**src/hw/axi_bridge_pkg.sv**
```systemverilog
`default_nettype none

package axi_bridge_pkg;

    parameter int unsigned ADDR_W = 32;
    parameter int unsigned DATA_W = 32;
    parameter int unsigned LINE_W = 128;

    // byte 0, half 1, word 2 go straight onto the AXI size field
    typedef logic [2:0] req_type_t;

    parameter req_type_t TYPE_LINE = 3'd4;

    parameter int unsigned LINE_BEATS = 4;
    parameter logic [7:0]  LINE_LEN   = 8'd3;   // beats - 1
    parameter logic [2:0]  WORD_SIZE  = 3'd2;   // 4 bytes per beat

    parameter logic ID_INST = 1'b0;
    parameter logic ID_DATA = 1'b1;

    function automatic logic [2:0] axi_size(req_type_t t);
        return (t == TYPE_LINE) ? WORD_SIZE : t;
    endfunction

    function automatic logic [7:0] axi_len(req_type_t t);
        return (t == TYPE_LINE) ? LINE_LEN : 8'd0;
    endfunction

endpackage

`default_nettype wire

```
**src/hw/axi_read_path.sv**
```systemverilog
`timescale 1ns/1ns
`default_nettype none

module axi_read_path (
    input  logic                              clk,
    input  logic                              reset,

    input  logic                              inst_rd_req,
    input  axi_bridge_pkg::req_type_t         inst_rd_type,
    input  logic [axi_bridge_pkg::ADDR_W-1:0] inst_rd_addr,
    output logic                              inst_rd_rdy,
    output logic                              inst_ret_valid,
    output logic                              inst_ret_last,
    output logic [axi_bridge_pkg::DATA_W-1:0] inst_ret_data,

    input  logic                              data_rd_req,
    input  axi_bridge_pkg::req_type_t         data_rd_type,
    input  logic [axi_bridge_pkg::ADDR_W-1:0] data_rd_addr,
    output logic                              data_rd_rdy,
    output logic                              data_ret_valid,
    output logic                              data_ret_last,
    output logic [axi_bridge_pkg::DATA_W-1:0] data_ret_data,

    input  logic                              write_block,

    output logic                              arid,
    output logic [axi_bridge_pkg::ADDR_W-1:0] araddr,
    output logic [7:0]                        arlen,
    output logic [2:0]                        arsize,
    output logic                              arvalid,
    input  logic                              arready,

    input  logic                              rid,
    input  logic [axi_bridge_pkg::DATA_W-1:0] rdata,
    input  logic                              rlast,
    input  logic                              rvalid,
    output logic                              rready
);

    logic inst_busy;    // inst read in flight on AXI
    logic data_busy;
    logic slot_free;
    logic data_take;
    logic inst_take;
    logic ar_hs;
    logic r_last_hs;

    // a held write response stops new reads so they see the written data
    assign slot_free = !arvalid && !write_block;

    assign data_rd_rdy = slot_free && !data_busy;
    // data wins when both ask in the same cycle
    assign inst_rd_rdy = slot_free && !inst_busy && !(data_rd_req && !data_busy);

    assign data_take = data_rd_req && data_rd_rdy;
    assign inst_take = inst_rd_req && inst_rd_rdy;

    assign ar_hs     = arvalid && arready;
    assign r_last_hs = rvalid && rready && rlast;

    assign rready = 1'b1;

    always_ff @(posedge clk) begin
        if (reset) begin
            arvalid <= 1'b0;
        end else if (arvalid) begin
            if (arready)
                arvalid <= 1'b0;
        end else if (data_take || inst_take) begin
            arvalid <= 1'b1;
        end
    end

    // slot payload, only loaded while the slot is empty
    always_ff @(posedge clk) begin
        if (data_take) begin
            arid   <= axi_bridge_pkg::ID_DATA;
            araddr <= data_rd_addr;
            arsize <= axi_bridge_pkg::axi_size(data_rd_type);
            arlen  <= axi_bridge_pkg::axi_len(data_rd_type);
        end else if (inst_take) begin
            arid   <= axi_bridge_pkg::ID_INST;
            araddr <= inst_rd_addr;
            arsize <= axi_bridge_pkg::axi_size(inst_rd_type);
            arlen  <= axi_bridge_pkg::axi_len(inst_rd_type);
        end
    end

    always_ff @(posedge clk) begin
        if (reset) begin
            inst_busy <= 1'b0;
            data_busy <= 1'b0;
        end else begin
            if (ar_hs && arid == axi_bridge_pkg::ID_INST)
                inst_busy <= 1'b1;
            else if (r_last_hs && rid == axi_bridge_pkg::ID_INST)
                inst_busy <= 1'b0;

            if (ar_hs && arid == axi_bridge_pkg::ID_DATA)
                data_busy <= 1'b1;
            else if (r_last_hs && rid == axi_bridge_pkg::ID_DATA)
                data_busy <= 1'b0;
        end
    end

    // steer each beat by id, the other side sees zero
    always_comb begin
        inst_ret_valid = 1'b0;
        inst_ret_last  = 1'b0;
        inst_ret_data  = '0;
        data_ret_valid = 1'b0;
        data_ret_last  = 1'b0;
        data_ret_data  = '0;
        if (rid == axi_bridge_pkg::ID_DATA) begin
            data_ret_valid = rvalid;
            data_ret_last  = rvalid && rlast;
            data_ret_data  = rdata;
        end else begin
            inst_ret_valid = rvalid;
            inst_ret_last  = rvalid && rlast;
            inst_ret_data  = rdata;
        end
    end

endmodule

`default_nettype wire

```
**src/hw/axi_write_path.sv**
```systemverilog
`timescale 1ns/1ns
`default_nettype none

module axi_write_path (
    input  logic                              clk,
    input  logic                              reset,

    input  logic                              data_wr_req,
    input  axi_bridge_pkg::req_type_t         data_wr_type,
    input  logic [axi_bridge_pkg::ADDR_W-1:0] data_wr_addr,
    input  logic [3:0]                        data_wr_wstrb,
    input  logic [axi_bridge_pkg::LINE_W-1:0] data_wr_data,
    output logic                              data_wr_rdy,

    output logic [axi_bridge_pkg::ADDR_W-1:0] awaddr,
    output logic [7:0]                        awlen,
    output logic [2:0]                        awsize,
    output logic                              awvalid,
    input  logic                              awready,

    output logic [axi_bridge_pkg::DATA_W-1:0] wdata,
    output logic [3:0]                        wstrb,
    output logic                              wvalid,
    output logic                              wlast,
    input  logic                              wready,

    input  logic                              bvalid,
    output logic                              bready,

    output logic                              write_block,
    output logic                              write_buffer_empty
);

    typedef enum logic [1:0] {
        ST_IDLE,
        ST_ADDR_DATA,   // address and first beat both outstanding
        ST_DATA,        // address taken, beats left
        ST_ADDR         // all beats taken, address still waiting
    } wr_state_t;

    wr_state_t state;

    logic [axi_bridge_pkg::LINE_W-axi_bridge_pkg::DATA_W-1:0] line_buf;
    logic [1:0] beats_left;
    logic [1:0] resp_cnt;   // bursts sent, B not yet seen
    logic       wr_take;
    logic       is_line;
    logic       aw_hs;
    logic       w_hs;
    logic       last_hs;
    logic       b_hs;

    assign is_line = (data_wr_type == axi_bridge_pkg::TYPE_LINE);

    assign awvalid = (state == ST_ADDR_DATA) || (state == ST_ADDR);
    assign wvalid  = (state == ST_ADDR_DATA) || (state == ST_DATA);
    assign bready  = 1'b1;

    assign aw_hs   = awvalid && awready;
    assign w_hs    = wvalid && wready;
    assign last_hs = w_hs && wlast;
    assign b_hs    = bvalid && bready;

    // counter saturates at 3 outstanding bursts
    assign data_wr_rdy = (state == ST_IDLE) && (resp_cnt != 2'd3);
    assign wr_take     = data_wr_req && data_wr_rdy;

    assign write_buffer_empty = (state == ST_IDLE) && (resp_cnt == 2'd0);

    // drops in the cycle the last outstanding response is taken
    always_comb begin
        if (state != ST_IDLE)
            write_block = 1'b1;
        else if (resp_cnt == 2'd1)
            write_block = !b_hs;
        else
            write_block = (resp_cnt != 2'd0);
    end

    always_ff @(posedge clk) begin
        if (reset) begin
            state <= ST_IDLE;
        end else begin
            case (state)
                ST_IDLE: begin
                    if (wr_take)
                        state <= ST_ADDR_DATA;
                end
                ST_ADDR_DATA: begin
                    if (aw_hs && last_hs)
                        state <= ST_IDLE;
                    else if (aw_hs)
                        state <= ST_DATA;
                    else if (last_hs)
                        state <= ST_ADDR;
                end
                ST_DATA: begin
                    if (last_hs)
                        state <= ST_IDLE;
                end
                ST_ADDR: begin
                    if (aw_hs)
                        state <= ST_IDLE;
                end
                default: state <= ST_IDLE;
            endcase
        end
    end

    always_ff @(posedge clk) begin
        if (reset) begin
            wlast      <= 1'b0;
            beats_left <= 2'd0;
        end else if (wr_take) begin
            wlast      <= !is_line;
            beats_left <= is_line ? 2'(axi_bridge_pkg::LINE_BEATS - 1) : 2'd0;
        end else if (w_hs) begin
            if (wlast) begin
                wlast <= 1'b0;
            end else begin
                wlast      <= (beats_left == 2'd1);
                beats_left <= beats_left - 2'd1;
            end
        end
    end

    // payload, low word goes out first
    always_ff @(posedge clk) begin
        if (wr_take) begin
            awaddr   <= data_wr_addr;
            awsize   <= axi_bridge_pkg::axi_size(data_wr_type);
            awlen    <= axi_bridge_pkg::axi_len(data_wr_type);
            wdata    <= data_wr_data[axi_bridge_pkg::DATA_W-1:0];
            wstrb    <= is_line ? 4'hf : data_wr_wstrb;
            line_buf <= data_wr_data[axi_bridge_pkg::LINE_W-1:axi_bridge_pkg::DATA_W];
        end else if (w_hs && !wlast) begin
            wdata    <= line_buf[axi_bridge_pkg::DATA_W-1:0];
            line_buf <= line_buf >> axi_bridge_pkg::DATA_W;
        end
    end

    always_ff @(posedge clk) begin
        if (reset)
            resp_cnt <= 2'd0;
        else if (last_hs && !b_hs)
            resp_cnt <= resp_cnt + 2'd1;
        else if (b_hs && !last_hs && resp_cnt != 2'd0)
            resp_cnt <= resp_cnt - 2'd1;
    end

endmodule

`default_nettype wire

```
**src/hw/cache_axi_bridge.sv**
```systemverilog
`timescale 1ns/1ns
`default_nettype none

module cache_axi_bridge (
    input  logic                              clk,
    input  logic                              reset,

    // instruction cache read side
    input  logic                              inst_rd_req,
    input  axi_bridge_pkg::req_type_t         inst_rd_type,
    input  logic [axi_bridge_pkg::ADDR_W-1:0] inst_rd_addr,
    output logic                              inst_rd_rdy,
    output logic                              inst_ret_valid,
    output logic                              inst_ret_last,
    output logic [axi_bridge_pkg::DATA_W-1:0] inst_ret_data,

    // data cache
    input  logic                              data_rd_req,
    input  axi_bridge_pkg::req_type_t         data_rd_type,
    input  logic [axi_bridge_pkg::ADDR_W-1:0] data_rd_addr,
    output logic                              data_rd_rdy,
    output logic                              data_ret_valid,
    output logic                              data_ret_last,
    output logic [axi_bridge_pkg::DATA_W-1:0] data_ret_data,
    input  logic                              data_wr_req,
    input  axi_bridge_pkg::req_type_t         data_wr_type,
    input  logic [axi_bridge_pkg::ADDR_W-1:0] data_wr_addr,
    input  logic [3:0]                        data_wr_wstrb,
    input  logic [axi_bridge_pkg::LINE_W-1:0] data_wr_data,
    output logic                              data_wr_rdy,
    output logic                              write_buffer_empty,

    // AXI read
    output logic                              arid,
    output logic [axi_bridge_pkg::ADDR_W-1:0] araddr,
    output logic [7:0]                        arlen,
    output logic [2:0]                        arsize,
    output logic                              arvalid,
    input  logic                              arready,
    input  logic                              rid,
    input  logic [axi_bridge_pkg::DATA_W-1:0] rdata,
    input  logic                              rlast,
    input  logic                              rvalid,
    output logic                              rready,

    // AXI write, burst type and id are fixed on the memory side
    output logic [axi_bridge_pkg::ADDR_W-1:0] awaddr,
    output logic [7:0]                        awlen,
    output logic [2:0]                        awsize,
    output logic                              awvalid,
    input  logic                              awready,
    output logic [axi_bridge_pkg::DATA_W-1:0] wdata,
    output logic [3:0]                        wstrb,
    output logic                              wvalid,
    output logic                              wlast,
    input  logic                              wready,
    input  logic                              bvalid,
    output logic                              bready
);

    logic write_block;  // reads wait behind unacknowledged writes

    axi_read_path u_read_path (
        .clk            (clk),
        .reset          (reset),
        .inst_rd_req    (inst_rd_req),
        .inst_rd_type   (inst_rd_type),
        .inst_rd_addr   (inst_rd_addr),
        .inst_rd_rdy    (inst_rd_rdy),
        .inst_ret_valid (inst_ret_valid),
        .inst_ret_last  (inst_ret_last),
        .inst_ret_data  (inst_ret_data),
        .data_rd_req    (data_rd_req),
        .data_rd_type   (data_rd_type),
        .data_rd_addr   (data_rd_addr),
        .data_rd_rdy    (data_rd_rdy),
        .data_ret_valid (data_ret_valid),
        .data_ret_last  (data_ret_last),
        .data_ret_data  (data_ret_data),
        .write_block    (write_block),
        .arid           (arid),
        .araddr         (araddr),
        .arlen          (arlen),
        .arsize         (arsize),
        .arvalid        (arvalid),
        .arready        (arready),
        .rid            (rid),
        .rdata          (rdata),
        .rlast          (rlast),
        .rvalid         (rvalid),
        .rready         (rready)
    );

    axi_write_path u_write_path (
        .clk                (clk),
        .reset              (reset),
        .data_wr_req        (data_wr_req),
        .data_wr_type       (data_wr_type),
        .data_wr_addr       (data_wr_addr),
        .data_wr_wstrb      (data_wr_wstrb),
        .data_wr_data       (data_wr_data),
        .data_wr_rdy        (data_wr_rdy),
        .awaddr             (awaddr),
        .awlen              (awlen),
        .awsize             (awsize),
        .awvalid            (awvalid),
        .awready            (awready),
        .wdata              (wdata),
        .wstrb              (wstrb),
        .wvalid             (wvalid),
        .wlast              (wlast),
        .wready             (wready),
        .bvalid             (bvalid),
        .bready             (bready),
        .write_block        (write_block),
        .write_buffer_empty (write_buffer_empty)
    );

endmodule

`default_nettype wire

```
**config.mk**
```make
export PLATFORM = sky130hd
export DESIGN_NAME = cache_axi_bridge
export DESIGN_NICKNAME = d
export VERILOG_FILES = /design/src/hw/axi_bridge_pkg.sv /design/src/hw/axi_read_path.sv /design/src/hw/axi_write_path.sv /design/src/hw/cache_axi_bridge.sv
export SDC_FILE = /design/constraint.sdc
export NUM_CORES = 1
export LEC_CHECK = 0
export BUFFER_PORTS_ARGS = -buffer_cell sky130_fd_sc_hd__buf_2
export CAP_MARGIN = 10
export CORE_AREA = 2 2 188 190
export CTS_BUF_LIST = sky130_fd_sc_hd__clkbuf_8
export CTS_CLUSTER_DIAMETER = 40
export DETAILED_ROUTE_END_ITERATION = 8
export DIE_AREA = 0 0 190 192
export SLEW_MARGIN = 10
export SYNTH_ARGS = -nofsm -noshare
export SYNTH_HDL_FRONTEND = slang
export SYNTH_SLANG_ARGS = --single-unit
```
**constraint.sdc**
```tcl
create_clock -name clk -period 11.6 [get_ports clk]
set_clock_uncertainty 0.05 [all_clocks]
set_input_delay 0 -clock clk [delete_from_list [all_inputs] [get_ports clk]]
set_output_delay 0 -clock clk [all_outputs]
set_load 0.01 [all_outputs]
```
Word level (Yosys, flattened, before mapping) --
Cells that the tools add are included. W data, S select, Z words.
Word-level totals: register bits after elaboration 229, bits of input ports 281, output and inout port bits 201, word-level logic and storage cells 130
Operators by class: add/subtract/negate cells 3, equality and inequality tests 14, mux-type cells 46, bitwise logic cells 2, reductions and logical operators 48
Operators by type and width (count):
- $mux W32 | 6
- $mux W96 | 2
- $mux W2 | 15
- $logic_and A1 B1 Y1 | 24
- $mux W1 | 16
- $mux W8 | 2
- $reduce_bool A2 Y1 | 8
- $mux W3 | 4
- $eq A3 B3 Y1 const B | 3
- $logic_not A1 Y1 | 9
- $pmux W2 S4 | 1
- $eq A2 B1 Y1 const B | 3
- $ne A2 B1 Y1 const B | 3
- $eq A2 B2 Y1 const B | 2
- $logic_not A2 Y1 | 2
- $ne A2 B2 Y1 const B | 2
- $ne A4 B2 Y1 const B | 1
- $reduce_and A4 Y1 | 1
- $sub A2 B1 Y2 const B | 2
- $logic_or A1 B1 Y1 | 3
- $add A2 B1 Y2 const B | 1
- $not A1 Y1 | 2
- $reduce_and A2 Y1 | 1

Depth between registers and ports, before layout --
Gate-level depths: netlist of the first run.
depth in word-level cells 11, gate-level depth with buffers 9, depth with buffers taken out 7

Cells and area by module --
A second synthesis of the first run with hierarchy kept.
Unflattened totals: cells, all modules 789, area total of the unflattened synthesis 9390.3 um2
Modules (own cells, without submodules):
- axi_write_path | instances 1, cells each 596, area an instance 7114.3 um2, sequential area each 5185.0 um2
- axi_read_path | instances 1, cells each 193, area an instance 2275.9 um2, sequential area each 1161.1 um2

Worst setup path before layout of the first run --
Ideal clock, no wire load.
path type reg-to-reg, from register u_write_path.state[0], to register u_write_path.line_buf[0] in the netlist's numbering (enable), setup time 0.792 ns, data arrival time 9.889 ns, data required time 10.758 ns, slack 0.869 ns, stages on the path, launching flop included 5, path buffers 0, period minus slack after synthesis 10.731 ns, path through dfxtp_1 inv_1 ha_1 nand2_1 o21ai_0
Between the ends: cells in the longest elaborated chain, start to end 5, elaborated cells between the ends (all ways) 9, those cells by class eq/ne: 2; reduce/logical: 7
RTL lines:
- start, declared | RTL line axi_write_path.sv:41 | wr_state_t state;
- start signal, assigned | RTL line axi_write_path.sv:82 | state <= ST_IDLE;
- start signal, assigned | RTL line axi_write_path.sv:87 | state <= ST_ADDR_DATA;
- start signal, assigned | RTL line axi_write_path.sv:91 | state <= ST_IDLE;
- $eq A2 B1 Y1 / $eq A2 B2 Y1 (equally long branches) | RTL line axi_write_path.sv:56 | assign wvalid = (state == ST_ADDR_DATA) || (state == ST_DATA);
- $logic_or A1 B1 Y1 * | RTL line axi_write_path.sv:56
- via wvalid | RTL line cache_axi_bridge.sv:54 | output logic wvalid,
- $logic_and A1 B1 Y1 * | RTL line axi_write_path.sv:60 | assign w_hs = wvalid && wready;
- $logic_and A1 B1 Y1 * | RTL line axi_write_path.sv:136 | end else if (w_hs && !wlast) begin
- $reduce_bool A2 Y1 (no line) *
- end signal, assigned | RTL line axi_write_path.sv:135 | line_buf <= data_wr_data[axi_bridge_pkg::LINE_W-1:axi_bridge_pkg::DATA_W];
- end signal, assigned | RTL line axi_write_path.sv:138 | line_buf <= line_buf >> axi_bridge_pkg::DATA_W;
- end, declared | RTL line axi_write_path.sv:43 | logic [axi_bridge_pkg::LINE_W-axi_bridge_pkg::DATA_W-1:0] line_buf;
Mark *: on every way through the listed nets, which the timed path passes. The rest lies on a longest branch. A chain may end at the register's enable or synchronous reset.

Final worst setup path of the first run --
from register u_write_path.state[1], to register u_write_path.line_buf[70] in the netlist's numbering (enable)
Between the ends: cells in the longest elaborated chain, start to end 5, elaborated cells between the ends (all ways) 9, those cells by class eq/ne: 2; reduce/logical: 7
RTL lines (RTL line):
- $eq A2 B1 Y1 / $eq A2 B2 Y1 (equally long branches) | axi_write_path.sv:56
- $logic_or A1 B1 Y1 | axi_write_path.sv:56
- $logic_and A1 B1 Y1 | axi_write_path.sv:60
- $logic_and A1 B1 Y1 | axi_write_path.sv:136
- $reduce_bool A2 Y1 (no line) *
Every way passes the cells marked *; elsewhere a longest branch is shown, timed or not.

==> flow_summary.yaml, run 1 <==
run_status:
  outcome: "complete, no violations"
floorplan:
  dieWidth_um: 190
  dieArea_sq_um: 36500
  die_height_um: 192
  initial_core_util: 0.273
  coreArea_sq_um: 34300
  rows: 68
  io_pins: 482
clock_network:
  cts_sinks: 215
  cts_buffer_depth: 3
  cts_resized: 0
  h-tree-depth: 2
  root_buffer: "clkbuf_8"
  clock_latency_ps: 540
  cts_tree: "yes"
  cts.clk_slew.worst_paths_ps: 50
  numCtsBuffers: 43
layout:
  register_area_sq_um: 6350
  multiInputGateArea_sq_um: 2760
  fin_nets: 1807
  drive_gt1_frac: 0.372
  final.fill_count: 3184
  final_area_sq_um: 15500
  area_delta_synth_final_pct: 65.4
  final_cells: 2002
drt:
  routed_wirelength_um: 32100
  vias: 8408
  firstDrtPassIters: 4
  drc: 0
  viasPerCell: 4.20
  ant_nets: 0
  wl_per_cell_um: 16.0
  initialDrtViolationCount: 338
placement:
  place_congestion: 0.824
  dp_hpwl_um: 21300
  post-place-ws_ps: 7470
  io_buffers: 467
  placed_cells: 1672
  post_dp_cell_area_sq_um: 12100
job:
  maxCapViolCount: 0
power:
  pwr-share-clk: 0.262
  power.switching_uw: 925
  switching_share: 0.314
  power_frac_seq: 0.436
  peakVddDrop_v: 0.000118
  intPower_mw: 2.02
  power_density_nw_per_um2: 190
  combPwrFrac: 0.302
  total_power_mw: 2.95
  leakage_nw: 7.16
grt:
  grt_antenna_before_repair: 4
  grt_use_total: 0.168
  grt_max_degree: 102
  grt_pass1_vias: 8852
  grt-ovfl-total: 0
  grt_pass1_wl_um: 47100
critical_path:
  cp_max_fo: 101
  critPathLaunch: "u_write_path.state[1]$_SDFFE_PP0P_"
  critPathRequiredTime_ps: 11700
  regToRegSetupSlack_ps: 7510
  crit_path_end_kind: "flip-flop"
  rr_worst_depth: 7
  arrival_ps: 4190
  timing.rr.start: "u_write_path.state[1]$_SDFFE_PP0P_"
  critical_path_class: "flip-flop to flip-flop"
  cp-start-kind: "flip-flop"
timing:
  slew_violations: 0
  finalWorstSetupSlack_ps: 7510
  setup-tns-final_ps: 0
  setup_viol: 0
  fin_crit_sh: 0.352
  hold_viol_final: 0
  relSlewSlack: 0.206
  rsz0062_at_grt: "no"
  max_freq_mhz: 245
  worstMarginPinSlew_ps: 1190
  period_needed_ps: 4090
yosys:
  synth_top_area_frac: 0.655
  synth_ff_type: "edfxtp_1"
  synth_top_area_cell: "edfxtp_1"
  synthCells: 789
  synth_edf_count: 204
  syn-cell-area_sq_um: 9360
  yosysWarnings: 0
  avgSynthCellArea_sq_um: 11.9
  synth.distinct_cells: 39
  yosys_register_bits: 215
  async_flop_share: 0
  yosysMostFrequentCell: "nand2_1"
  synth.area.top_cells: "edfxtp_1, nand2_1, mux2_2"
  ys_top_cells_by_count: "nand2_1, edfxtp_1, nor2b_1"
  ys_seq_area_frac: 0.678
min_path:
  hold_path_class: "input port to flip-flop"
  min-delay-start: "data_wr_req"
  holdPathStages: 2
==> sequential cells by signal (all words and copies together) (netlist names) <==
register                 count
u_read_path.inst_busy        1
u_read_path.arsize           3
u_write_path.line_buf       96
u_write_path.resp_cnt        2
u_write_path.state           2
u_write_path.beats_left      2
u_write_path.wstrb           4
u_write_path.awaddr         32
u_read_path.arid             1
u_read_path.data_busy        1
u_read_path.arvalid          1
u_write_path.wdata          32
u_write_path.awsize          3
u_write_path.wlast           1
u_write_path.awlen           1
u_read_path.arlen            1
u_read_path.araddr          32
==> cell families (layout without fill, tap and decap cells) <==
group                      after synthesis  count (layout)  synth area share
adders and majority gates                9               9            0.0120
xor gates and xnor gates                 2               2           0.00187
DFF                                    215             215             0.678
AOI/OAI and AO/OA                       28              28            0.0193
other                                    2              16          0.000802
buffers and inverters                   65             809            0.0349
and+or+nand+nor                        432             432             0.208
muxes                                   36              36            0.0451
==> worst max-delay path, cell delays in order, from the launching register on <==
cell and delay [ps]:
dfxtp_1 330, inv_1 120, ha_1 240, and2b_1 140
buf_4 310, nand2_4 590, o21ai_4 710, buf_4 990
==> through the flow <==
stage	utilization	hold slack [ps]
floorplan	-	48.9
global placement	0.353	126
detailed placement	0.353	128
CTS	0.451	33.8
global route	0.452	73.7
finish	0.452	102
==> power by group through the flow <==
| stage | clock (mW) | sequential [mW] | combinational [mW] |
|---|---|---|---|
| detailed placement | 0 | 1.29 | 0.786 |
| floorplan | 0 | 1.40 | 0.413 |
| CTS | 0.795 | 1.28 | 0.897 |
| global placement | 0 | 1.29 | 0.771 |
| global route | 0.830 | 1.31 | 0.989 |
| finish | 0.772 | 1.28 | 0.891 |
==> per-layer routing <==
layer	track usage	part of all wire	routed length, um
met5	0	0.00040	13
met4	0.0838	0.040	1290
met3	0.0395	0.065	2100
met2	0.305	0.51	16400
met1	0.184	0.38	12300
==> worst paths after layout <==
check,to
worst max-delay path,u_write_path.line_buf[70]$_SDFFCE_PN0P_
worst min-delay path,u_write_path.line_buf[66]$_SDFFCE_PN0P_
worst min register to register,u_write_path.wdata[22]$_DFFE_PP_
worst max register to register,u_write_path.line_buf[70]$_SDFFCE_PN0P_
==> layout by cell type (no fill, tap or decap), types with 10 or more instances in the layout <==
cell	Yosys	layout
buf_2	6	467
clkbuf_8	0	43
clkinv_1	0	10
conb_1	2	14
and3_1	33	33
dfxtp_1	11	11
edfxtp_1	204	204
nand2_1	296	295
and2_1	34	34
mux2_2	29	29
dlygate4sd3_1	0	255
nor2_1	11	11
nor2b_1	37	37
inv_1	8	14
==> layout make-up <==
class | instances | share of cell area
flip-flops and latches | 215 | 0.410
well taps | 455 | 0.0368
repair buffers | 727 | 0.318
diodes | 2 | 0.000323
inverters | 9 | 0.00234
clock buffers | 43 | 0.0382
clock inverters | 30 | 0.0159
multi-input cells | 521 | 0.178
==> what timing repair did <==
| item | CTS | global route |
|---|---|---|
| hold buffers | 255 | 0 |
| hold endpoints to repair | 217 | 0 |
| setup buffers | 0 | 0 |
Power figures use the tool's default switching activity.
==> run 2: changes to the inputs <==
Settings changed: ABC_AREA set to 1, CORE_AREA 2 2 188 190 to 2 2 190 192, DIE_AREA 0 0 190 192 to 0 0 192 194.
Clock period 11.6 ns to 4 ns, I/O delays scaled along.
==> flow_summary.yaml, run 2 <==
power:
  power_density_nw_per_um2: 641
  total_power_mw: 10.1
  power.switching_mw: 3.53
  switching_share: 0.351
  pwr-share-clk: 0.221
  peakVddDrop_v: 0.000549
  leakage_nw: 7.94
  power_frac_seq: 0.416
  combPwrFrac: 0.363
  intPower_mw: 6.54
critical_path:
  rr_worst_depth: 13
  critical_path_class: "flip-flop to flip-flop"
  slowest_delay_ps: 560
  cp_slowest_cell: "dlygate4sd3_1"
  regToRegSetupSlack_ps: 800
  cp-start-kind: "flip-flop"
  crit_chain: "inv_1, ha_1, inv_1, nor2_1, nand2_1, nor2_4, nand2_2, buf_4, nor2_1, o21ai_1, dlygate4sd3_1, nand2_1, dlygate4sd3_1"
  critPathRequiredTime_ps: 4230
  arrival_ps: 3430
  cp_max_fo: 41
  worstReg2RegEnd: "u_read_path.arsize[2]$_DFFE_PP_"
  critPathLaunch: "u_write_path.state[0]$_SDFFE_PP0P_"
  crit_path_end_kind: "flip-flop"
  timing.rr.start: "u_write_path.state[0]$_SDFFE_PP0P_"
clock_network:
  numCtsBuffers: 42
  cts_tree: "yes"
  cts_buffer_depth: 3
  cts.clk_slew.worst_paths_ps: 60
  root_buffer: "clkbuf_8"
  cts_sinks: 215
  h-tree-depth: 2
  cts_resized: 0
  clock_latency_ps: 540
grt:
  grt-ovfl-total: 0
  use_met1: 0.177
  busiest_layer: "met2"
  grt_antenna_before_repair: 6
  grtUsageMet3: 0.0364
  grt_pass1_vias: 9358
  grt_use_total: 0.160
  met2_usage: 0.281
  grt_pass1_wl_um: 46900
  grt_max_degree: 130
drt:
  routed_wirelength_um: 31100
  wl_per_cell_um: 14.0
  vias: 9266
  drc: 0
  initialDrtViolationCount: 462
  firstDrtPassIters: 4
  ant_nets: 0
  viasPerCell: 4.19
min_path:
  min-delay-start: "data_wr_addr[17]"
  hold_path_class: "input port to flip-flop"
  holdPathStages: 2
  whs_endpoint: "u_write_path.awaddr[17]$_DFFE_PP_"
timing:
  hold_viol_final: 0
  slew_violations: 0
  relSlewSlack: 0.331
  finalWorstSetupSlack_ps: 802
  worstMarginPinSlew_ps: 1000
  rsz0062_at_grt: "no"
  setup_viol: 0
  fin_crit_sh: 0.799
  max_freq_mhz: 313
  holdWs_ps: 117
  period_needed_ps: 3200
  setup-tns-final_ps: 0
layout:
  area_delta_synth_final_pct: 64.3
  final.fill_count: 3325
  multiInputGateArea_sq_um: 2490
  largest-register: "u_write_path.line_buf"
  final_cell_mix: "buf_2, nand2_1, dlygate4sd3_1"
  utilization: 0.446
  fin_nets: 2007
  drive_gt1_frac: 0.313
  largest_reg_flops: 96
  register_area_sq_um: 6350
  layout_commonest_cell: "buf_2"
yosys:
  synth_top_area_frac: 0.641
  synth.distinct_cells: 25
  async_flop_share: 0
  synthCells: 989
  ys_top_cells_by_count: "nand2_1, edfxtp_1, inv_1"
  synth.area.top_cells: "edfxtp_1, nand2_1, inv_1"
  synth_top_area_cell: "edfxtp_1"
  avgSynthCellArea_sq_um: 9.67
  ys_seq_area_frac: 0.664
  yosysMostFrequentCell: "nand2_1"
  synth_ff_type: "edfxtp_1"
  yosys_register_bits: 215
  synth_edf_count: 204
  yosysWarnings: 0
  syn-cell-area_sq_um: 9560
floorplan:
  rows: 69
  dieArea_sq_um: 37200
  dieWidth_um: 192
  coreArea_sq_um: 35200
  io_pins: 482
  initial_core_util: 0.271
  die_height_um: 194
run_status:
  outcome: "complete, no violations"
placement:
  post-place-ws_ps: 1400
  place_congestion: 0.824
  dp_hpwl_um: 20900
  io_buffers: 467
job:
  maxCapViolCount: 0
[run 2: cell count changes after synthesis, moves of 29 or more]
cell / before / now
nand2_1: 296 / 419
nor2_1: 11 / 88
and2_1: 34 / 0
inv_1: 8 / 125
and3_1: 33 / 0
nor2b_1: 37 / 0
nand3_1: 3 / 41
mux2_2: 29 / 0
[run 2: how the worst max path moves through the flow]
stage / end / slack, ps
final: u_read_path.arsize[2]$_DFFE_PP_ / 800
after global routing: u_read_path.arsize[2]$_DFFE_PP_ / 580
after CTS: u_read_path.arsize[2]$_DFFE_PP_ / 800
after detailed placement: u_write_path.wdata[11]$_DFFE_PP_ / 1400
after global placement: u_write_path.beats_left[1]$_SDFFE_PP0P_ / 1450
after floorplan: u_write_path.line_buf[0]$_DFFE_PP_ / 870
[run 2: cell families (layout without fill, tap and decap cells)]
logic type,count (synthesis),count (layout),share of synthesized area
simple gates,562,562,0.231
flops,215,215,0.664
buf+inv,184,930,0.0835
compound gates,17,17,0.00981
fa+ha+maj,9,9,0.0118
other cells,2,20,0.000785
[run 2: power by group through the flow]
stage               Combinational [mW]  Sequential [mW]  Clock, mW
detailed placement                3.25             4.23          0
global route                      4.11             4.28       2.40
CTS                               3.67             4.19       2.30
floorplan                         1.80             4.46          0
global placement                  3.18             4.20          0
finish                            3.66             4.19       2.23
[run 2: area by class of cell]
type | instances | share of cell area
antenna | 6 | 0.000956
clock buffer | 43 | 0.0377
clock inverter | 31 | 0.0163
inverter | 126 | 0.0303
multi-input combinational | 602 | 0.159
sequential | 215 | 0.404
tap | 461 | 0.0367
timing repair buffer | 730 | 0.316
[run 2: metrics by stage]
| step | instances | area [sq um] |
|---|---|---|
| after floorplan | 1001 | 9610 |
| after global placement | 1881 | 12300 |
| after detailed placement | 1881 | 12300 |
| after CTS | 2208 | 15700 |
| after global routing | 2214 | 15700 |
| final | 2214 | 15700 |
[run 2: per-layer routing]
metal | vias to the layer above | routed length [um]
met3 | 91 | 2090
met1 | 4236 | 12000
met5 | - | 0
li1 | 4539 | -
met2 | 400 | 15700
met4 | 0 | 1240
[run 2: critical path, delay by kind of cell, from the launching register on]
family          cells  cell delay (ps)
compound gates      1               90
simple gates        6              430
fa+ha+maj           1              280
flops               1              360
buf+inv             5             1700
[run 2: what timing repair did]
| action | 4_1_cts | 5_1_grt |
|---|---|---|
| buffers inserted | 0 | 0 |
| hold endpoints to repair | 215 | 0 |
| hold buffers | 253 | 0 |
